File: config.mk
export PLATFORM = sky130hd
export DESIGN_NAME = motion_peak_detector
export DESIGN_NICKNAME = d
export VERILOG_FILES = /design/src/sample_pkg.sv /design/src/motion_peak_detector.sv
export SDC_FILE = /design/constraint.sdc
export NUM_CORES = 1
export LEC_CHECK = 0
export BUFFER_PORTS_ARGS = -buffer_cell sky130_fd_sc_hd__buf_2
export CAP_MARGIN = 20
export CORE_AREA = 2 2 81 83
export CTS_BUF_LIST = sky130_fd_sc_hd__clkbuf_4
export CTS_CLUSTER_DIAMETER = 50
export CTS_CLUSTER_SIZE = 10
export DETAILED_ROUTE_END_ITERATION = 6
export DIE_AREA = 0 0 83 85
export GPL_ROUTABILITY_DRIVEN = 0
export PLACE_DENSITY = 0.68
export SYNTH_ARGS = -nofsm -noshare
export SYNTH_HDL_FRONTEND = slang
export SYNTH_SLANG_ARGS = --single-unit
export TNS_END_PERCENT = 20
File: constraint.sdc
create_clock -name clk -period 11.8 [get_ports clk]
set_clock_uncertainty 0.05 [all_clocks]
set_input_delay 0.59 -clock clk [delete_from_list [all_inputs] [get_ports clk]]
set_output_delay 0.59 -clock clk [all_outputs]
set_load 0.01 [all_outputs]
File: src/sample_pkg.sv
package sample_pkg;

    localparam int word_w     = 32;
    localparam int ram_addr_w = 10;

    typedef logic [word_w-1:0]     mem_word_t;
    typedef logic [ram_addr_w-1:0] ram_addr_t;
    typedef logic [31:0]           result_t;

    // Audio word, signed sample in the low half
    typedef struct packed {
        logic [15:0]        pad;
        logic signed [15:0] value;
    } audio_sample_t;

    // Motion word, y above x
    typedef struct packed {
        logic signed [15:0] y;
        logic signed [15:0] x;
    } motion_sample_t;

    // Magnitude of a signed 16-bit value, 17 bits so -32768 fits
    function automatic logic [16:0] abs16(logic signed [15:0] v);
        logic signed [16:0] wide;
        wide = v;
        return v[15] ? 17'(-wide) : 17'(wide);
    endfunction

endpackage

File: src/motion_peak_detector.sv
`timescale 1ns/1ps

module motion_peak_detector (
    input  logic                       clk,
    input  logic                       rst_n,
    input  logic                       start,
    input  logic                       sample_valid,
    input  sample_pkg::motion_sample_t sample,
    output sample_pkg::result_t        result
);
    import sample_pkg::*;

    logic [17:0] manhattan;
    result_t     candidate;

    // |x| + |y|, 18 bits for the worst case
    assign manhattan = 18'(abs16(sample.x)) + 18'(abs16(sample.y));
    assign candidate = 32'(manhattan);

    always_ff @(posedge clk) begin
        if (!rst_n || start) begin
            result <= '0;
        end else if (sample_valid && (candidate > result)) begin
            result <= candidate;
        end
    end

endmodule

# Word-level counts from Yosys, hierarchy flattened
# Index checks and enable logic that the tools add are counted.
# W data, S select, Z words.
# classes
add_sub_neg	3
n_lt_le_gt_ge	1
reduce_logical	3
mux	2
# ops
cell	count
$mux W17	2
$neg A16 Y17	2
$add A17 B17 Y18	1
$gt A18 B18 Y1	1
$logic_and A1 B1 Y1	1
$logic_not A1 Y1	1
$logic_or A1 B1 Y1	1
# totals
output_inout_bits	32
regBits	18
elab_cells	10
in_bits	36

# Logic depth before layout (Yosys ltp)
# logic_depth
word_depth	5
mapped_depth	23
depth_no_buf	21

# Least setup slack after synthesis
# Ideal clock, no wire load.
# synth_timing
kind	input -> register
start	in sample[21] (netlist bit)
end	reg result[7]
t_arrival_ps	4550
setup_ps	86
required_time_ps	11664
setup_slack_ps	7114
path_buffers	1
path_stages	20
path_cell_list	or4_4 -> nor3_2 -> nand2b_1 -> or3_4 -> o31ai_4 -> xnor2_1 -> ha_1 -> a21oi_1 -> nand2_1 -> or3_1 -> o221a_2 -> and2_1 -> ha_1 -> a21o_1 -> a21o_1 -> a21o_1 -> o31ai_1 -> buf_2 -> nor2_1 -> a211oi_1
# synth_between
elab_chain_len	5
# synth_lines
element	line_no	source
start, declared	motion_peak_detector.sv:8	input sample_pkg::motion_sample_t sample,
$neg A16 Y17	sample_pkg.sv:26	return v[15] ? 17'(-wide) : 17'(wide);
$mux W17 (*)	sample_pkg.sv:26	
$add A17 B17 Y18 (*)	motion_peak_detector.sv:17	assign manhattan = 18'(abs16(sample.x)) + 18'(abs16(sample.y));
via manhattan[14]	motion_peak_detector.sv:13	logic [17:0] manhattan;
$gt A18 B18 Y1 (*)	motion_peak_detector.sv:23	end else if (sample_valid && (candidate > result)) begin
$logic_and A1 B1 Y1 (*)	motion_peak_detector.sv:23	
end signal, assigned	motion_peak_detector.sv:24	result <= candidate;
end, declared	motion_peak_detector.sv:9	output sample_pkg::result_t result
# Mark *: on every way through the listed nets, which the timed path passes. The rest lies on a longest branch.
# A chain may end at the register's enable or synchronous reset.

# Worst setup path in the final report
# layout_timing
start	in sample[21] (netlist bit)
end	reg result[14]
# layout_between
elab_chain_len	5
# layout_lines
element	line_no
$neg A16 Y17	sample_pkg.sv:26
$mux W17 (*)	sample_pkg.sv:26
$add A17 B17 Y18 (*)	motion_peak_detector.sv:17
via manhattan[14]	motion_peak_detector.sv:13
$gt A18 B18 Y1	motion_peak_detector.sv:23
$logic_and A1 B1 Y1	motion_peak_detector.sv:23
# Marked as above.

==> results.json <==
{
  "crit_arrival_ns": 5.64,
  "grt_overflow": 0,
  "fillers": 649,
  "wire_per_inst_um": 12.8,
  "timing.final.crit_share": 0.464,
  "mostFrequentLayoutCells": "buf_2, nand2_1, ha_1",
  "tns_ns": 0,
  "holdPathStages": 2,
  "drtIter0Drc": 107,
  "coreArea_mm2": 0.00620,
  "postCtsSetupBuffers": 0,
  "cts_resized": 0,
  "std_cell_rows": 29,
  "reg2regPathDepth": 9,
  "vias": 2657,
  "fin_crit_ns": 5.48,
  "clockRootBuffer": "clkbuf_4",
  "syn-instance-count": 364,
  "relSlewSlack": 0.416,
  "synth.area.mux_share": 0,
  "synth_area_mm2": 0.00273,
  "top_register": "result",
  "cap_violations": 0,
  "htree_levels": 1,
  "grtUsageMet3": 0.0136,
  "synth_sequential_area_ratio": 0.132,
  "hp-class": "reg2reg",
  "initial_core_util": 0.441,
  "tightest_slew_ns": 0.869,
  "grt_use_met2": 0.292,
  "timing.fmax_mhz": 183,
  "grt_first_pass_wirelength_um": 10600,
  "synth_xor_area_frac": 0.125,
  "finalSetupViolCount": 0,
  "cp-startpoint": "sample[21]",
  "hold_buffers": 0,
  "synth_compound_area_frac": 0.267,
  "ioPinCount": 68,
  "vias_per_cell": 5.48,
  "multi_input_area_mm2": 0.00216,
  "ir_drop_mv": 0.0470,
  "finalMaxSlewViolations": 0,
  "ant_nets": 0,
  "synthFlopType": "dfxtp_1",
  "grt_start_max_net_pins": 25,
  "stdcell_area_mm2": 0.00302,
  "syn-mean-instance-area_um2": 7.51,
  "reg2reg_to": "result[14]",
  "critPathCaptureType": "flop",
  "synth-seq-cells": 18,
  "hold_viol": 0,
  "worst-setup-path-type": "in2reg",
  "hp-start": "result[15]",
  "cts.sinks": 18,
  "reg2reg_from": "result[7]",
  "powerDensity_mw_per_mm2": 110,
  "clockBufferDepth": 2,
  "grt_busiest_layer": "met2",
  "grt_pass1_vias": 2365,
  "synth-simple-area-share": 0.201,
  "drive_gt1_frac": 0.172,
  "place_area_mm2": 0.00300,
  "antenna_found_initial": 0,
  "largest_register_ffs": 18,
  "clk_latency_ns": 0.30,
  "synth_cell_types": 56,
  "crit_fanout": 7,
  "yosysWarnings": 0,
  "routed_wl_um": 6190,
  "synth_top_family_by_area": "compound AO/OA/AOI/OAI gates",
  "p_leak_nw": 1.25,
  "use_met1": 0.250,
  "syn_to_final_growth_pct": 10.5,
  "synth_adder_area_share": 0.177,
  "regArea_um2": 360,
  "outcome": "completed",
  "synth_edf_count": 0,
  "die_w_um": 83,
  "required_ns": 11.96,
  "cts_buffers": 3,
  "final_nets": 484,
  "cts_tree": "built",
  "clk_pin_slew_ns": 0.09,
  "dr.pass1.iters": 4,
  "largestRegisters": "result: 18 flops",
  "mostFrequentLayoutCell": "buf_2",
  "startpoint_type": "primary input",
  "track_usage": 0.177,
  "die-height_um": 85,
  "dpl.hpwl_um": 5230,
  "synth-async-reset-ratio": 0,
  "rsz0062_at_grt": "false",
  "dieArea_mm2": 0.00706,
  "holdPathEnd": "result[15]",
  "n_antenna_cell": 0,
  "drc": 0,
  "r2r_slack_ns": 9.10,
  "port_buffers": 53
}
## power by group
part | switching, mW | leakage (nW) | internal [mW] | total, mW
combinational | 0.138 | 1.09 | 0.0945 | 0.232
sequential | 0.00289 | 0.146 | 0.0660 | 0.0689
clock | 0.0185 | 0.0138 | 0.0119 | 0.0304
## layer usage
metal	vias to the layer above	routed length, µm
met3	5	310
met1	1190	3100
met5	-	0
li1	1373	-
met2	89	2720
met4	0	67
## synthesized netlist by cell type, types with 2 or more instances
library cell / number / area, µm²
nand4_1: 7 / 43.8
nand2b_1: 9 / 56.3
buf_1: 2 / 7.51
or4_1: 2 / 15.0
nor2b_1: 2 / 12.5
xnor2_1: 35 / 307
o31ai_1: 13 / 97.6
dfxtp_1: 18 / 360
and2_1: 4 / 25.0
a21o_1: 5 / 37.5
inv_1: 28 / 105
nand2_1: 40 / 150
buf_4: 14 / 105
clkbuf_1: 10 / 37.5
a31o_2: 2 / 17.5
nand3_1: 8 / 40.0
a22oi_1: 2 / 15.0
xor2_1: 4 / 35.0
o21ai_0: 15 / 75.1
o31a_1: 2 / 17.5
nor2_1: 10 / 37.5
a21oi_1: 30 / 150
o41ai_1: 3 / 26.3
and4_1: 3 / 26.3
o211ai_1: 3 / 22.5
or3_1: 5 / 31.3
a211oi_1: 11 / 82.6
ha_1: 37 / 463
o21ai_1: 6 / 30.0
buf_2: 2 / 10.0
nor3_1: 7 / 35.0
## logic make-up (layout without fill, tap and decap cells)
logic type                 count (synthesis)  in the layout
buffers and inverters                     56             85
AOI/OAI and AO/OA                        107            107
DFF                                       18             18
other                                      1             16
xor gates and xnor gates                  39             39
adders and majority gates                 38             38
and+or+nand+nor                          105            105
## how the worst max path moves through the flow
stage	to	slack, ns	cells past startpoint
2_1_floorplan	result[7]	7.11	20
3_3_place_gp	result[14]	6.18	21
3_5_place_dp	result[14]	6.09	21
4_1_cts	result[14]	6.40	21
5_1_grt	result[14]	5.96	21
6_report	result[14]	6.32	21
## stage by stage
step	utilization	hold WS (ns)	setup slack [ns]	instances	power (mW)
finish	0.487	0.421	6.32	485	0.331
global route	0.487	0.446	5.96	485	0.367
CTS	0.487	0.425	6.40	485	0.331
detailed placement	0.483	0.412	6.09	482	0.299
global placement	0.483	0.414	6.18	482	0.296
floorplan	-	0.439	7.11	379	0.247
## critical path, cell delays in order
cell       delay (ns)
buf_2            0.12
or4_4            0.54
nor3_2           0.14
nand2b_1         0.09
or3_4            0.36
o31ai_4          0.18
xnor2_1          0.15
ha_1             0.33
a21oi_1          0.27
nand2_1          0.13
a2111oi_0        0.41
a311oi_1         0.14
and2_1           0.18
ha_1             0.17
a21o_1           0.18
a21o_1           0.17
a21o_1           0.19
o31ai_1          0.74
buf_4            0.27
a21oi_1          0.05
a211oi_1         0.22
## area by class of cell
cell class	instances	area share
inverters	28	0.0348
flip-flops and latches	18	0.119
repair buffers	54	0.0903
well taps	77	0.0319
clock buffers	3	0.00745
multi-input cells	305	0.716
(Power assumes the default switching activity.)
