**src/sample_pkg.sv**
```systemverilog
package sample_pkg;

    localparam int word_w     = 32;
    localparam int ram_addr_w = 10;

    typedef logic [word_w-1:0]     mem_word_t;
    typedef logic [ram_addr_w-1:0] ram_addr_t;
    typedef logic [31:0]           result_t;

    // Audio word, signed sample in the low half
    typedef struct packed {
        logic [15:0]        pad;
        logic signed [15:0] value;
    } audio_sample_t;

    // Motion word, y above x
    typedef struct packed {
        logic signed [15:0] y;
        logic signed [15:0] x;
    } motion_sample_t;

    // Magnitude of a signed 16-bit value, 17 bits so -32768 fits
    function automatic logic [16:0] abs16(logic signed [15:0] v);
        logic signed [16:0] wide;
        wide = v;
        return v[15] ? 17'(-wide) : 17'(wide);
    endfunction

endpackage

```
**src/audio_level_meter.sv**
```systemverilog
`timescale 1ns/1ps

module audio_level_meter (
    input  logic                      clk,
    input  logic                      rst_n,
    input  logic                      start,
    input  logic                      sample_valid,
    input  sample_pkg::audio_sample_t sample,
    output sample_pkg::result_t       result
);
    import sample_pkg::*;

    logic [16:0] magnitude;

    assign magnitude = abs16(sample.value);

    // Running sum of magnitudes
    always_ff @(posedge clk) begin
        if (!rst_n || start) begin
            result <= '0;
        end else if (sample_valid) begin
            result <= result + 32'(magnitude);
        end
    end

endmodule

```
**config.mk**
```make
export PLATFORM = sky130hd
export DESIGN_NAME = audio_level_meter
export DESIGN_NICKNAME = d
export VERILOG_FILES = /design/src/sample_pkg.sv /design/src/audio_level_meter.sv
export SDC_FILE = /design/constraint.sdc
export NUM_CORES = 1
export LEC_CHECK = 0
export BUFFER_PORTS_ARGS = -buffer_cell sky130_fd_sc_hd__buf_2
export CAP_MARGIN = 20
export CORE_ASPECT_RATIO = 1.5
export CORE_MARGIN = 4
export CORE_UTILIZATION = 50
export DETAILED_ROUTE_END_ITERATION = 8
export HOLD_SLACK_MARGIN = 0.02
export PLACE_DENSITY = 0.76
export SLEW_MARGIN = 20
export SYNTH_ARGS = -nofsm -noshare
export SYNTH_HDL_FRONTEND = slang
export SYNTH_SLANG_ARGS = --single-unit
```
**constraint.sdc**
```tcl
create_clock -name clk -period 5.9 [get_ports clk]
set_clock_uncertainty 0.1 [all_clocks]
set_input_delay 0 -clock clk [delete_from_list [all_inputs] [get_ports clk]]
set_output_delay 0 -clock clk [all_outputs]
set_load 0.02 [all_outputs]
```
# Yosys cells after proc, flatten, opt, wreduce, memory -nomap -nowiden
# Cells that the tools add are included.
# op_classes
mux	1
add_sub_neg	2
reduce_logical	2
# op_table
operator	n
adder 32 x 17 -> 32 bit	1
two-way mux 17 bit	1
negation 16 -> 17 bit	1
logical NOT 1 bit	1
logical OR 1 bit	1
# word_totals
output_inout_bits	32
wordCells	6
inputBits	36
regBits	32

# Longest topological paths before layout
# Gate-level depths: netlist of the first run.
# depth
depth_word	3
ltp_mapped	14
mapped_depth_nobuf	13

# Worst setup path after synthesis of the first run
# No wires, ideal clock.
# synth_timing
kind	in2reg
start	input port sample[6] (netlist name)
end	register result[18]
required_time_ns	5.729
path_buffers	1
setup_time_ns	0.071
stages	12
path_slack_ns	2.836
arrival_time_ns	2.894
cell_sequence	or4_4 > or4_4 > o31ai_4 > xnor2_1 > ha_1 > nand4_1 > o21ai_1 > o21ai_0 > and4_4 > buf_6 > or4_1 > a21oi_1
# synth_via
elab_chain_len	3
# synth_rtl
element	line	text
start, declared	audio_level_meter.sv:8	input sample_pkg::audio_sample_t sample,
negation 16 -> 17 bit	sample_pkg.sv:26	return v[15] ? 17'(-wide) : 17'(wide);
two-way mux 17 bit *	sample_pkg.sv:26	
adder 32 x 17 -> 32 bit *	audio_level_meter.sv:22	result <= result + 32'(magnitude);
end signal, assigned	audio_level_meter.sv:22	
end, declared	audio_level_meter.sv:9	output sample_pkg::result_t result
# Every way passes the cells marked *; elsewhere a longest branch is shown, timed or not.
# A chain may end at the register's enable or synchronous reset.

# Final worst setup path of the first run
# layout_timing
start	input port sample[0] (netlist name)
end	register result[26]
# Same word-level chain as after synthesis.

==> results of run 1 <==
[through the flow]
step	hold WS, ps	utilization, %	instance area, µm²	worst slack [ps]
2_1_floorplan	138	-	2640	2840
3_3_place_gp	288	57.2	2930	2180
3_5_place_dp	313	57.2	2930	2090
4_1_cts	176	59.1	3030	2000
5_1_grt	236	59.1	3030	1940
6_report	185	59.1	3030	2300
[power by group]
part | internal [W] | leakage, nW | total, W | switching, W
combinational | 0.0000637 | 0.978 | 0.000163 | 0.0000991
clock | 0.0000952 | 0.0455 | 0.000182 | 0.0000867
sequential | 0.000222 | 0.259 | 0.000228 | 0.00000582
[area by class of cell]
type / count / area, µm² / share of cell area, %
inverters: 6 / 22.5 / 0.743
repair buffers: 53 / 273 / 9.00
flip-flops and latches: 32 / 641 / 21.1
clock buffers: 8 / 90.1 / 2.97
well taps: 68 / 85.1 / 2.81
multi-input cells: 280 / 1920 / 63.3
[cell usage after synthesis, drive strengths merged (7+ instances only)]
master,count,share of area [%]
ha,18,8.5
nand2b,16,3.8
nand3b,7,2.0
a21oi,18,3.4
a21o,7,2.0
clkbuf,10,1.4
xor2,9,3.0
nor2,19,2.7
nand3,21,4.0
o21ai,24,4.5
nand4,9,2.1
dfxtp,32,24
nand2,29,4.1
and3,7,1.7
xnor2,18,6.0
mux2i,13,4.9
[per-layer routing]
layer | wire (µm) | share of wire [%] | track usage (%) | vias to the layer above
met3 | 314 | 4.5 | 3.48 | 15
met1 | 2670 | 38 | 25.9 | 1305
met2 | 3810 | 55 | 40.2 | 81
li1 | - | - | - | 1330
met5 | 0 | 0 | 0 | -
met4 | 157 | 2.3 | 9.84 | 0
[worst max path at each step]
stage,start,to,slack [ps],cells after the start
floorplan,sample[6],result[18],2840,12
global placement,sample[6],result[24],2180,10
detailed placement,sample[6],result[26],2090,10
CTS,sample[0],result[30],2000,11
global route,sample[0],result[13],1940,15
finish,sample[0],result[26],2300,11
[worst min-delay path: stages]
cell and delay, ps:
buf_2 90, nor2b_2 30, buf_4 240, nand2_1 110
mux2i_1 60
[logic make-up (layout without fill, tap and decap cells)]
kind of cell | after synthesis | in the layout | share of synthesized area (%)
flip-flops | 32 | 32 | 24.3
buffers and inverters | 20 | 67 | 3.17
AND/OR/NAND/NOR | 129 | 129 | 26.1
XOR/XNOR | 27 | 27 | 8.95
adder cells (fa/ha/maj) | 19 | 19 | 9.28
other | 1 | 1 | 0.142
multiplexers | 13 | 13 | 4.93
AO/OA/AOI/OAI | 91 | 91 | 23.2
==> metrics.txt, run 1 <==
outcome complete, no violations; layout cells sized above 1 16.9%; TritonCTS clock tree yes; Max Clock Freq 277 MHz; Min-Delay Path Class in2reg; IO Port Bufs 51; via count 2,731; Placed Cells 438; post-DP HPWL 5200 µm; PwrDens 189 nW/µm²; Top Ports 68; Post-Syn Area 2640 µm²; Post-synth EDFFs 0; slowest stage cell on the critical path o21ai_1; CTS HTree Levels 2; row count 32; crit path max fanout 11; Ys Warns 0; Area Growth Syn to Fin 14.7%; first-pass GRT wire length 11,900 µm; async set or reset register ratio after synthesis 0%; final net count 433; Crit. End Element flip-flop; Reg2Reg Capture Point result[14]; wire length per cell 15.6 µm; delay-heaviest family, CP compound AO/OA/AOI/OAI gates; Data arrival, critical path 3680 ps; minimum clock period 3600 ps; antenna-violating nets left 0; GP Congestion 0.843; post-synthesis register bit count 32; most used flip-flop cell after synthesis dfxtp_1; vias per cell 6.11; Worst EP required 5980 ps; largest registers result x32; antenna cell count 0; hold_buf cts 1; gr ovfl total 0; share of the yosys chip area belonging to registers 24.3%; Iter 0 DRT Violations 149; max reg flops 32; commonest non-fill, non-tap cell in the layout buf_2; vias in the first global route 2,618; worst r2r path cells 8; Netlist cell types 49; chip width 67.3 µm; post_cts resized 0; Max VDD drop 0.000120 V; commonest non-fill, non-tap cells in the layout buf_2, dfxtp_1, nand2_1; worst r2r src result[0]; total core area 5120 µm²; Min-Delay Startpoint start; final count of negative-setup-slack endpoints 0; Worst Hold Depth 5; Leak 1.28 nW; Endpoint, Worst Hold result[29]; Post-CTS Setup Repair Bufs 0; Synth Area per Inst 7.96 µm²; critical setup path kind in2reg; CTS clock-pin slew for the worst setup and hold paths 70 ps; final wirelength 6960 µm; Reg with most FFs result; Clk Latency, worst-skew pair 290 ps; die height 97.0 µm; Cells after Synth 332; TNS Setup 0 ps; R2R setup slack 3050 ps; Max Root-Sink Buffers 2; CP Launch Type input port; overall power 0.000573 W; All-Layer GR Usage 22.7%; fin crit share 61.1%; fin. max-slew vios 0; max incr delay on CP 600 ps; TritonRoute pass-1 iters 4; initial antenna violation count 0; Most Frequent Cell on Critical Path a21o_1; Synth Net Count 387; worst-margin pin slew 756 ps; endpoints failing hold 0; CTS Buf Count 5; Die ar. 6530 µm²; CP Buf/Inv Count 2; Root Driver clkbuf_8; worst path cell trace dlygate4sd3_1 -> buf_2 -> or3_1 -> or4_4 -> nor4_1 -> ha_1 -> a21o_1 -> a21o_1 -> o21ai_1 -> o311ai_0 -> o41ai_1; Post-Layout Cell Count 447; RSZ-0062 raised after global routing false; clock sink total 32; relative slew slack 49.6%; Starting Density 51.5%; largest net degree at the start of global routing 37; FILL cells 526; DRC errors left 0; max-cap violations 0
Note: power is estimated with default switching activity, not from simulation.
==> run 2: changes to the inputs <==
==> constraint.sdc (replaced) <==
create_clock -name clk -period 3.8 [get_ports clk]
set_clock_uncertainty 0.1 [all_clocks]
set_input_delay 0 -clock clk [delete_from_list [all_inputs] [get_ports clk]]
set_output_delay 0 -clock clk [all_outputs]
set_load 0.02 [all_outputs]
==> metrics.txt, run 2 (same netlist as run 1, synthesis figures left out) <==
Area Growth Syn to Fin 16.6%; Placed Cells 441 (+0.68%); Clk Latency, worst-skew pair 290 ps (about the same); endpoints failing hold 0 (unchanged); total net switching power 0.000304 W (+58%); TritonRoute pass-1 iters 4 (unchanged); max-cap violations 0 (unchanged); clock sink total 32 (unchanged); vias per cell 6.04 (-1.2%); FILL cells 494 (-6.1%); Area after DPL 2950 µm² (+0.77%); fin. max-slew vios 0 (unchanged); Die ar. 6530 µm² (unchanged); crit path max fanout 11 (unchanged); delay-heaviest family, CP simple AND/OR/NAND/NOR gates; final count of negative-setup-slack endpoints 0 (unchanged); Most Frequent Cell on Critical Path or4_4; Post-Layout Cell Count 449 (+0.45%); Worst EP required 3910 ps (-2070 ps); Leak 1.31 nW (+2.2%); Setup crit start sample[6]; total core area 5120 µm² (unchanged); minimum clock period 3050 ps; via count 2,710 (-0.77%); final wirelength 6970 µm (+0.22%); CP Launch Type input port; commonest non-fill, non-tap cell in the layout buf_2; Hold WS 23.1 ps (-162 ps); post_cts resized 0 (unchanged); TNS Setup 0 ps (unchanged); Int Pwr 0.000678 W (+78%); Min-Delay Startpoint sample[0]; Post-CTS Setup Repair Bufs 0 (unchanged); largest net degree at the start of global routing 37 (unchanged); relative slew slack 48.9% (-0.69 points); CP Buf/Inv Count 1 (-1); R2R setup slack 1280 ps (-1770 ps); fin crit share 80.3%; Min-Delay Path Class in2reg; Max Clock Freq 328 MHz; Flop pwr share 36.1% (-3.7 points); Iter 0 DRT Violations 190 (+28%); TritonCTS clock tree yes; Logic pwr share 26.1% (-2.3 points); Multi-input gate area 1920 µm² (unchanged); Max Root-Sink Buffers 2 (unchanged); part of the power in the clock network 37.8% (+6.0 points); final net count 435 (+0.46%); switching fraction of total power 30.9% (-2.5 points); Max VDD drop 0.000208 V (+74%); Reg with most FFs result; antenna-violating nets left 0 (unchanged); wire length per cell 15.5 µm (-0.23%); initial antenna violation count 0 (unchanged); outcome complete, no violations; CTS clock-pin slew for the worst setup and hold paths 70 ps (about the same); layout cells sized above 1 18.1% (+1.2 points); first-pass GRT wire length 11,900 µm (about the same); Starting Density 51.5% (unchanged); row count 32 (unchanged); chip width 67.3 µm (unchanged); gr ovfl total 0 (unchanged); GP Congestion 0.890 (+5.5%); commonest non-fill, non-tap cells in the layout buf_2, dfxtp_1, nand2_1; vias in the first global route 2,639 (+0.80%); All-Layer GR Usage 23.0% (+0.25 points); RSZ-0062 raised after global routing false; worst-margin pin slew 766 ps (+10.4 ps); grt met3 use 3.48% (unchanged); Root Driver clkbuf_8; met2 Track Usage GR 41.6% (+1.4 points); CTS HTree Levels 2 (unchanged); largest registers result x32; Final Cell Area 3080 µm² (+1.6%); die height 97.0 µm (unchanged); critical setup path kind in2reg; slowest stage cell on the critical path or4_4; max reg flops 32 (unchanged); hold_buf cts 0 (-1); DRC errors left 0 (unchanged); PwrDens 319 nW/µm² (+69%); Top Ports 68 (unchanged); worst r2r src result[0]; Most Used Layer, Global Route met2; Data arrival, critical path 3160 ps (-520 ps); GR Layer Usage met1 24.8% (-1.1 points); IO Port Bufs 51 (unchanged); max incr delay on CP 540 ps (-60 ps); Crit. End Element flip-flop; CTS Buf Count 5 (unchanged); post-DP HPWL 5270 µm (+1.3%); antenna cell count 0 (unchanged); worst path cell trace buf_2 -> or4_4 -> or4_4 -> o31ai_4 -> xnor2_1 -> ha_1 -> nand4_1 -> nor2_1 -> nand3_1 -> and4_4 -> or4_1 -> a21oi_1; register area 641 µm² (unchanged)
run 2: cell types whose count changed in the layout (fill, tap and decap cells not counted):
cell	previous run	this run
clkbuf_1	2	0
o21ai_1	4	3
bufinv_16	0	1
buf_4	1	4
o21ai_0	20	21
clkbuf_8	6	7
dlygate4sd3_1	1	0
run 2: layout make-up:
type                            instances  share of cell area (%)
Multi-Input combinational cell        280                    62.3
Clock inverter                          1                   0.975
Sequential cell                        32                    20.8
Tap cell                               68                    2.76
Clock buffer                            7                    3.13
Timing Repair Buffer                   55                    9.26
Inverter                                6                   0.731
run 2: routing by layer:
metal  wire length, µm  share of wire (%)
met5                 0                  0
met4               273                3.9
met3               261                3.7
met2              3800                 54
met1              2640                 38
run 2: power by group through the flow:
stage | sequential (W) | combinational [W] | clock, W
floorplan | 0.000372 | 0.000175 | 0
global placement | 0.000362 | 0.000250 | 0
detailed placement | 0.000362 | 0.000253 | 0
CTS | 0.000354 | 0.000257 | 0.000374
global route | 0.000356 | 0.000286 | 0.000384
finish | 0.000354 | 0.000256 | 0.000372
run 2: tightest hold or removal path, cell delays in order:
cell	delay, ps
buf_2	100
ha_1	130
mux2i_1	60
nor2_1	80
run 2: worst paths after layout:
kind                              endpoint  cells after the start
worst max-delay path            result[22]                     12
worst min-delay path             result[0]                      4
worst max register to register  result[14]                      9
worst min register to register  result[31]                      2
run 2: per-stage QoR:
step / total power [W] / util, % / setup WS [ps]
after floorplan: 0.000548 / - / 736
after global placement: 0.000612 / 57.6 / 519
after detailed placement: 0.000616 / 57.6 / 489
after CTS: 0.000985 / 60.1 / 764
after global routing: 0.00103 / 60.1 / 448
final: 0.000982 / 60.1 / 749
