$ cat config.mk
export PLATFORM = sky130hd
export DESIGN_NAME = host_regs
export DESIGN_NICKNAME = d
export VERILOG_FILES = /design/src/regmap_pkg.sv /design/src/sample_pkg.sv /design/src/host_regs.sv
export SDC_FILE = /design/constraint.sdc
export NUM_CORES = 1
export LEC_CHECK = 0
export BUFFER_PORTS_ARGS = -buffer_cell sky130_fd_sc_hd__clkbuf_2
export CAP_MARGIN = 20
export CORE_MARGIN = 4
export CORE_UTILIZATION = 45
export CTS_CLUSTER_DIAMETER = 200
export DETAILED_ROUTE_END_ITERATION = 6
export GPL_ROUTABILITY_DRIVEN = 0
export PLACE_DENSITY = 0.8
export RECOVER_POWER = 100
export SYNTH_ARGS = -nofsm -noshare
export SYNTH_HDL_FRONTEND = slang
export SYNTH_SLANG_ARGS = --single-unit
$ cat constraint.sdc
create_clock -name clk -period 2.1 [get_ports clk]
set_clock_uncertainty 0.1 [all_clocks]
set_input_delay 0.105 -clock clk [delete_from_list [all_inputs] [get_ports clk]]
set_output_delay 0.105 -clock clk [all_outputs]
set_load 0.01 [all_outputs]
$ cat src/regmap_pkg.sv
package regmap_pkg;

    // Host bus widths
    localparam int host_addr_w = 6;
    localparam int host_data_w = 32;

    // ========================================
    // Register word indices
    // ========================================
    localparam logic [3:0] reg_control       = 4'd0;
    localparam logic [3:0] reg_status        = 4'd1;
    localparam logic [3:0] reg_audio_base    = 4'd2;
    localparam logic [3:0] reg_motion_base   = 4'd3;
    localparam logic [3:0] reg_audio_result  = 4'd4;
    localparam logic [3:0] reg_motion_result = 4'd5;
    localparam logic [3:0] reg_mem_addr      = 4'd6;
    localparam logic [3:0] reg_mem_wdata     = 4'd7;

    // Enable bits in control, done bits in status
    localparam int bit_audio  = 0;
    localparam int bit_motion = 1;

endpackage

$ cat src/sample_pkg.sv
package sample_pkg;

    localparam int word_w     = 32;
    localparam int ram_addr_w = 10;

    typedef logic [word_w-1:0]     mem_word_t;
    typedef logic [ram_addr_w-1:0] ram_addr_t;
    typedef logic [31:0]           result_t;

    // Audio word, signed sample in the low half
    typedef struct packed {
        logic [15:0]        pad;
        logic signed [15:0] value;
    } audio_sample_t;

    // Motion word, y above x
    typedef struct packed {
        logic signed [15:0] y;
        logic signed [15:0] x;
    } motion_sample_t;

    // Magnitude of a signed 16-bit value, 17 bits so -32768 fits
    function automatic logic [16:0] abs16(logic signed [15:0] v);
        logic signed [16:0] wide;
        wide = v;
        return v[15] ? 17'(-wide) : 17'(wide);
    endfunction

endpackage

$ cat src/host_regs.sv
`timescale 1ns/1ps

module host_regs (
    input  logic                               clk,
    input  logic                               rst_n,
    input  logic [regmap_pkg::host_addr_w-1:0] s_axi_araddr,
    input  logic                               s_axi_arvalid,
    output logic                               s_axi_arready,
    output logic [regmap_pkg::host_data_w-1:0] s_axi_rdata,
    output logic                               s_axi_rvalid,
    input  logic                               s_axi_rready,
    input  logic [regmap_pkg::host_addr_w-1:0] s_axi_awaddr,
    input  logic                               s_axi_awvalid,
    output logic                               s_axi_awready,
    input  logic [regmap_pkg::host_data_w-1:0] s_axi_wdata,
    input  logic                               s_axi_wvalid,
    output logic                               s_axi_wready,
    output logic                               s_axi_bvalid,
    input  logic                               s_axi_bready,
    output logic                               audio_enable,
    output logic                               motion_enable,
    output sample_pkg::ram_addr_t              audio_base,
    output sample_pkg::ram_addr_t              motion_base,
    output logic                               host_wr,
    output sample_pkg::ram_addr_t              host_wr_addr,
    output sample_pkg::mem_word_t              host_wr_data,
    input  logic                               audio_done,
    input  logic                               motion_done,
    input  sample_pkg::result_t                audio_result,
    input  sample_pkg::result_t                motion_result
);
    import regmap_pkg::*;
    import sample_pkg::*;

    logic [host_data_w-1:0] control_q;
    logic [host_data_w-1:0] audio_base_q;
    logic [host_data_w-1:0] motion_base_q;
    logic [host_data_w-1:0] mem_addr_q;
    logic [host_data_w-1:0] status;
    logic [host_data_w-1:0] rd_word;
    logic [3:0]             rd_idx;
    logic [3:0]             wr_idx;
    logic                   wr_accept_q;
    logic                   rd_hs;
    logic                   wr_hs;

    assign rd_idx = s_axi_araddr[host_addr_w-1:2];
    assign wr_idx = s_axi_awaddr[host_addr_w-1:2];
    assign rd_hs  = s_axi_arready && s_axi_arvalid;
    assign wr_hs  = wr_accept_q && s_axi_awvalid && s_axi_wvalid;

    // Address and data are taken in the same cycle
    assign s_axi_awready = wr_accept_q;
    assign s_axi_wready  = wr_accept_q;

    // ========================================
    // Read channel
    // ========================================
    always_ff @(posedge clk) begin
        if (!rst_n) begin
            s_axi_arready <= 1'b0;
            s_axi_rvalid  <= 1'b0;
        end else begin
            s_axi_arready <= !s_axi_arready && s_axi_arvalid && !s_axi_rvalid;
            if (rd_hs) begin
                s_axi_rvalid <= 1'b1;
            end else if (s_axi_rready) begin
                s_axi_rvalid <= 1'b0;
            end
        end
    end

    always_ff @(posedge clk) begin
        if (rd_hs) begin
            s_axi_rdata <= rd_word;
        end
    end

    always_comb begin
        status             = '0;
        status[bit_audio]  = audio_done;
        status[bit_motion] = motion_done;
        case (rd_idx)
            reg_control:       rd_word = control_q;
            reg_status:        rd_word = status;
            reg_audio_base:    rd_word = audio_base_q;
            reg_motion_base:   rd_word = motion_base_q;
            reg_audio_result:  rd_word = audio_result;
            reg_motion_result: rd_word = motion_result;
            reg_mem_addr:      rd_word = mem_addr_q;
            default:           rd_word = '0;
        endcase
    end

    // ========================================
    // Write channel and register file
    // ========================================
    always_ff @(posedge clk) begin
        if (!rst_n) begin
            wr_accept_q   <= 1'b0;
            s_axi_bvalid  <= 1'b0;
            host_wr       <= 1'b0;
            control_q     <= '0;
            audio_base_q  <= '0;
            motion_base_q <= '0;
            mem_addr_q    <= '0;
        end else begin
            wr_accept_q <= !wr_accept_q && s_axi_awvalid && s_axi_wvalid && !s_axi_bvalid;
            if (wr_hs) begin
                s_axi_bvalid <= 1'b1;
            end else if (s_axi_bready) begin
                s_axi_bvalid <= 1'b0;
            end
            host_wr <= wr_hs && (wr_idx == reg_mem_wdata);
            if (wr_hs) begin
                case (wr_idx)
                    reg_control:     control_q     <= s_axi_wdata;
                    reg_audio_base:  audio_base_q  <= s_axi_wdata;
                    reg_motion_base: motion_base_q <= s_axi_wdata;
                    reg_mem_addr:    mem_addr_q    <= s_axi_wdata;
                    default: ;
                endcase
            end
        end
    end

    // RAM load word, written one cycle after the handshake
    always_ff @(posedge clk) begin
        if (wr_hs) begin
            host_wr_data <= s_axi_wdata;
        end
    end

    assign audio_enable  = control_q[bit_audio];
    assign motion_enable = control_q[bit_motion];
    // Bases are byte addresses, mem_addr is a word address
    assign audio_base    = audio_base_q[ram_addr_w+1:2];
    assign motion_base   = motion_base_q[ram_addr_w+1:2];
    assign host_wr_addr  = ram_addr_t'(mem_addr_q);

endmodule

[Yosys cells after proc, flatten, opt, wreduce, memory -nomap -nowiden]
Index checks and enable logic that the tools add are counted.
Cells by class
  add/subtract/negate cells: 0
  $mul: 0
  div/mod/pow operators: 0
  order comparisons: 0
  eq/ne operators: 10
  shifts and indexed selects: 0
  mux-type cells: 5
  bitwise logic cells: 0
  reduce and logical (&&, ||, !) cells: 21
Operators by type and width (count)
  case mux 32 bit (7 select lines): 1
  equality test 4 x 3 -> 1 bit (second input constant): 5
  equality test 4 x 2 -> 1 bit (second input constant): 4
  logical AND 1 bit: 9
  logical NOT 4 bit: 2
  AND reduction 2 bit: 4
  equality test 4 x 1 -> 1 bit (second input constant): 1
  logical NOT 1 bit: 4
  two-way mux 1 bit: 4
  nonzero test 2 bit: 2
Word-level totals
  flip-flop bits (word level): 197
  latch bits: 0
  memory bits (writable): 0
  bits in read-only memories: 0
  input bits: 117
  output and inout port bits: 102
  word-level logic and storage cells: 47
  memories kept: 0

[Longest topological paths before layout]
  depth after elaboration: 4
  depth in mapped cells: 6
  gate-level depth less buffers: 3

[Least setup slack after synthesis]
Ideal clock, no wire load.
  path kind: register to register
  start: register wr_accept_q (netlist: s_axi_awready)
  end: register host_wr_data[0] (enable)
  setup time: 0.393 ns
  arrival: 1.303 ns
  required time: 1.607 ns
  slack: 0.304 ns
  stages on the path, launching flop included: 2
  path buffers: 0
  period minus slack after synthesis: 1.796 ns
  path through: dfxtp_1 and3_1
On the way
  longest elaborated chain between the ends: 2
Ends and longest elaborated chain
  start: declaration: RTL line host_regs.sv:43  | logic wr_accept_q;
  start signal: assignment: RTL line host_regs.sv:108  | wr_accept_q <= !wr_accept_q && s_axi_awvalid && s_axi_wvalid && !s_axi_bvalid;
  logical AND 1 bit (2 in a row): RTL line host_regs.sv:50  | assign wr_hs = wr_accept_q && s_axi_awvalid && s_axi_wvalid;
  via wr_hs: RTL line host_regs.sv:45  | logic wr_hs;
  end signal: assignment: RTL line host_regs.sv:130  | host_wr_data <= s_axi_wdata;
  end: declaration: RTL line host_regs.sv:26  | output sample_pkg::mem_word_t host_wr_data,
The timed path passes the listed nets, and every way through them passes these cells.
A chain may end at the register's enable or synchronous reset.

[Final worst setup path]
  start: input port s_axi_araddr[3] (netlist name)
  end: register s_axi_rdata[17] (netlist name) (data pin)
On the way
  longest elaborated chain between the ends: 2
  elaborated cells on any way between the ends: 8
  those cells by class: 6 x eq/ne; 1 x mux; 1 x reduce/logical
Ends and longest elaborated chain
  start: declaration: RTL line host_regs.sv:6  | input logic [regmap_pkg::host_addr_w-1:0] s_axi_araddr,
  equality test 4 x 3 -> 1 bit, or another cell as far along: RTL line host_regs.sv:83  | case (rd_idx)
  case mux 32 bit (7 select lines) (*): RTL line host_regs.sv:83
  via rd_word[17]: RTL line host_regs.sv:40  | logic [host_data_w-1:0] rd_word;
  end signal: assignment: RTL line host_regs.sv:75  | s_axi_rdata <= rd_word;
  end: declaration: RTL line host_regs.sv:9  | output logic [regmap_pkg::host_data_w-1:0] s_axi_rdata,
The timed path passes the listed nets; every way through them passes the cells marked *.

==> impl_metrics.env <==
export IMPL_hold_class="in -> reg"
export IMPL_fp_dieArea_um2=21100
export IMPL_cts_max_level=4
export IMPL_synth_ff_type="dfxtp_1"
export IMPL_ant_nets=0
export IMPL_grt_pass1_wl_mm=39.9
export IMPL_via_per_inst=5.55
export IMPL_min_period_ns=2.02
export IMPL_dp_cells=1159
export IMPL_final_util_pct=60.1
export IMPL_drc=0
export IMPL_status="finished, final reports clean"
export IMPL_cts_root_buf="clkbuf_16"
export IMPL_irDropWorstVdd_v=0.000577
export IMPL_grt_start_max_net_pins=88
export IMPL_initial_core_util_pct=46.5
export IMPL_worst_setup_path_type="in -> reg"
export IMPL_cts_max_path_buffers=2
export IMPL_power_density_nw_per_um2=729
export IMPL_cts_tree="done"
export IMPL_cts_sinks=197
export IMPL_synth_edf_count=64
export IMPL_dieWidth_um=145
export IMPL_fin_nets=1156
export IMPL_num_antenna_cells=0
export IMPL_io_pins=219
export IMPL_leakagePower_nw=4.45
export IMPL_post_route_period_util_pct=96.1
export IMPL_worst_pin_slew_ns=1.14
export IMPL_max_freq_ghz=0.496
export IMPL_avgSynthCellArea_um2=11.0
export IMPL_dp_hpwl_mm=16.3
export IMPL_yosys_warnings=0
export IMPL_ys_ff_latch=197
export IMPL_die_height_um=145
export IMPL_clock_latency_ns=0.44
export IMPL_antenna_found_initial=1
export IMPL_drv_cap=0
export IMPL_cp_start_kind="input port"
export IMPL_drive_gt1_share_pct=16.5
export IMPL_required_ns=2.19
export IMPL_initialDrtViolationCount=405
export IMPL_postSynth_asyncResetShare_pct=0
export IMPL_slew_viol_final=0
export IMPL_endpoint_kind="flip-flop"
export IMPL_first_pass_iters=6
export IMPL_vias=7112
export IMPL_io_buffers=214
export IMPL_rsz0062_at_grt="false"
export IMPL_rows=49
export IMPL_grt_pass1_vias=7287
export IMPL_instances_no_fill=1281
export IMPL_avgRoutedWirePerCell_um=19.9
export IMPL_core_um2=18300
export IMPL_drt_total_wl_mm=25.5
export IMPL_clkTransAtPathRegs_ns=0.07
export IMPL_synthToLayoutAreaGrowth_pct=29.4
export IMPL_ys_seq_area_share_pct=54.0
export IMPL_grt_ovfl_total=0
export IMPL_worstPathArrival_ns=2.10
export IMPL_numCtsBuffers=17
export IMPL_synth_fp_nets=892
export IMPL_setup_viol=0
export IMPL_grt_total_usage_pct=24.0
export IMPL_crit_fanout=18
export IMPL_final_setup_tns_ns=0
export IMPL_yosysUniqueCellTypes=37
export IMPL_slew_headroom_pct=23.7
export IMPL_syn_area_um2=8490
export IMPL_syn_instance_count=775
export IMPL_hold_violations=0
-- cell usage after synthesis (all sizes together), types with 3 or more instances --
library cell / instances / area share, %
nor2b: 7 / 0.52
o21ai: 10 / 0.59
nor3: 3 / 0.29
dfxtp: 133 / 31
and3b: 16 / 1.7
nor2: 3 / 0.13
nand2: 174 / 7.7
edfxtp: 64 / 23
and3: 3 / 0.22
o221ai: 10 / 1.0
nor3b: 4 / 0.35
o211ai: 20 / 1.8
mux2i: 130 / 15
mux2: 14 / 1.9
a22oi: 71 / 6.3
buf: 55 / 4.4
clkbuf: 36 / 1.6
-- cells by family after synthesis --
kind of cell,Yosys count,synth area share [%]
AO/OA/AOI/OAI,117,10.2
multiplexers,144,17.2
buffers and inverters,91,6.01
AND/OR/NAND/NOR,226,12.6
flip-flops,197,54.0
-- what timing repair did --
item / CTS / global route
hold endpoints to repair: 192 / 0
setup endpoints to repair: 0 / 8
setup buffers: 0 / 3
hold buffers: 87 / 0
gates resized for setup: 0 / 0
-- metal layers --
layer,share of wire (%),track usage [%],vias up,wire [µm]
met4,2.6,8.93,2,668
met3,7.4,5.57,50,1880
met5,0.027,0,-,7
met1,40,29.4,3406,10300
met2,50,41.2,348,12700
li1,-,-,3306,-
-- worst max-delay path: stages --
cell and delay (ns):
clkbuf_2 0.13, clkbuf_2 0.34, and4bb_2 0.51, a22oi_1 0.21, o221ai_1 0.19, dlygate4sd3_1 0.61
-- where the power goes --
part           internal [mW]  leakage, nW  total (mW)  switching, mW
logic                  0.267         2.47       0.612          0.345
clock network           1.97        0.299        3.44           1.47
registers               3.95         1.68        3.96        0.00995
-- per-stage QoR --
step	instance area, µm²	hold WS [ns]	total power [mW]	worst slack (ns)
finish	11000	0.0314	8.01	0.0826
global route	11000	0.0121	8.28	0.0184
CTS	11200	0.000731	8.08	0.0930
detailed placement	9690	0.201	4.55	0.138
global placement	9690	0.200	4.54	0.217
floorplan	8490	0.104	4.27	0.304
-- state kept, by name, summed over array words and instances, names as in the netlist --
register       count
control_q         32
audio_base_q      32
s_axi_arready      1
s_axi_rvalid       1
s_axi_awready      1
mem_addr_q        32
s_axi_bvalid       1
host_wr            1
host_wr_data      32
motion_base_q     32
s_axi_rdata       32
-- layout make-up --
cell class                      count  area, µm²
Sequential cell                   197       4580
Tap cell                          229        287
Clock buffer                       20        458
Timing Repair Buffer              336       2070
Multi-Input combinational cell    487       3430
Clock inverter                     12        165
Fill cell                        1569       7280
-- placed cells by master, fill, tap and decap left out, types with 3 or more instances in the layout --
cell type and instances:
nand2_1 174, dfxtp_1 133, clkbuf_1 133, mux2i_1 130
clkbuf_2 89, dlygate4sd3_1 87, a22oi_1 71, edfxtp_1 64
buf_4 24, o211ai_1 20, clkbuf_16 18, and3b_1 16
mux2_2 14, o21ai_0 10, o221ai_1 10, nor2b_1 6
nor3b_1 4, inv_6 4, bufinv_16 3, buf_12 3
-- path summary, 6_finish.rpt --
check                                               start                          end  slack [ns]  depth (start not counted)
worst max-delay path                      s_axi_araddr[3]    s_axi_rdata[17]$_DFFE_PP_        0.08                          6
worst min-delay path                     audio_result[10]    s_axi_rdata[10]$_DFFE_PP_        0.03                          3
worst max register to register   s_axi_awready$_SDFF_PN0_  mem_addr_q[13]$_SDFFE_PN0P_        0.15                          5
worst min register to register  s_axi_rvalid$_SDFFE_PN0P_     s_axi_arready$_SDFF_PN0_        0.35                          1
Note: power is estimated with default switching activity, not from simulation.
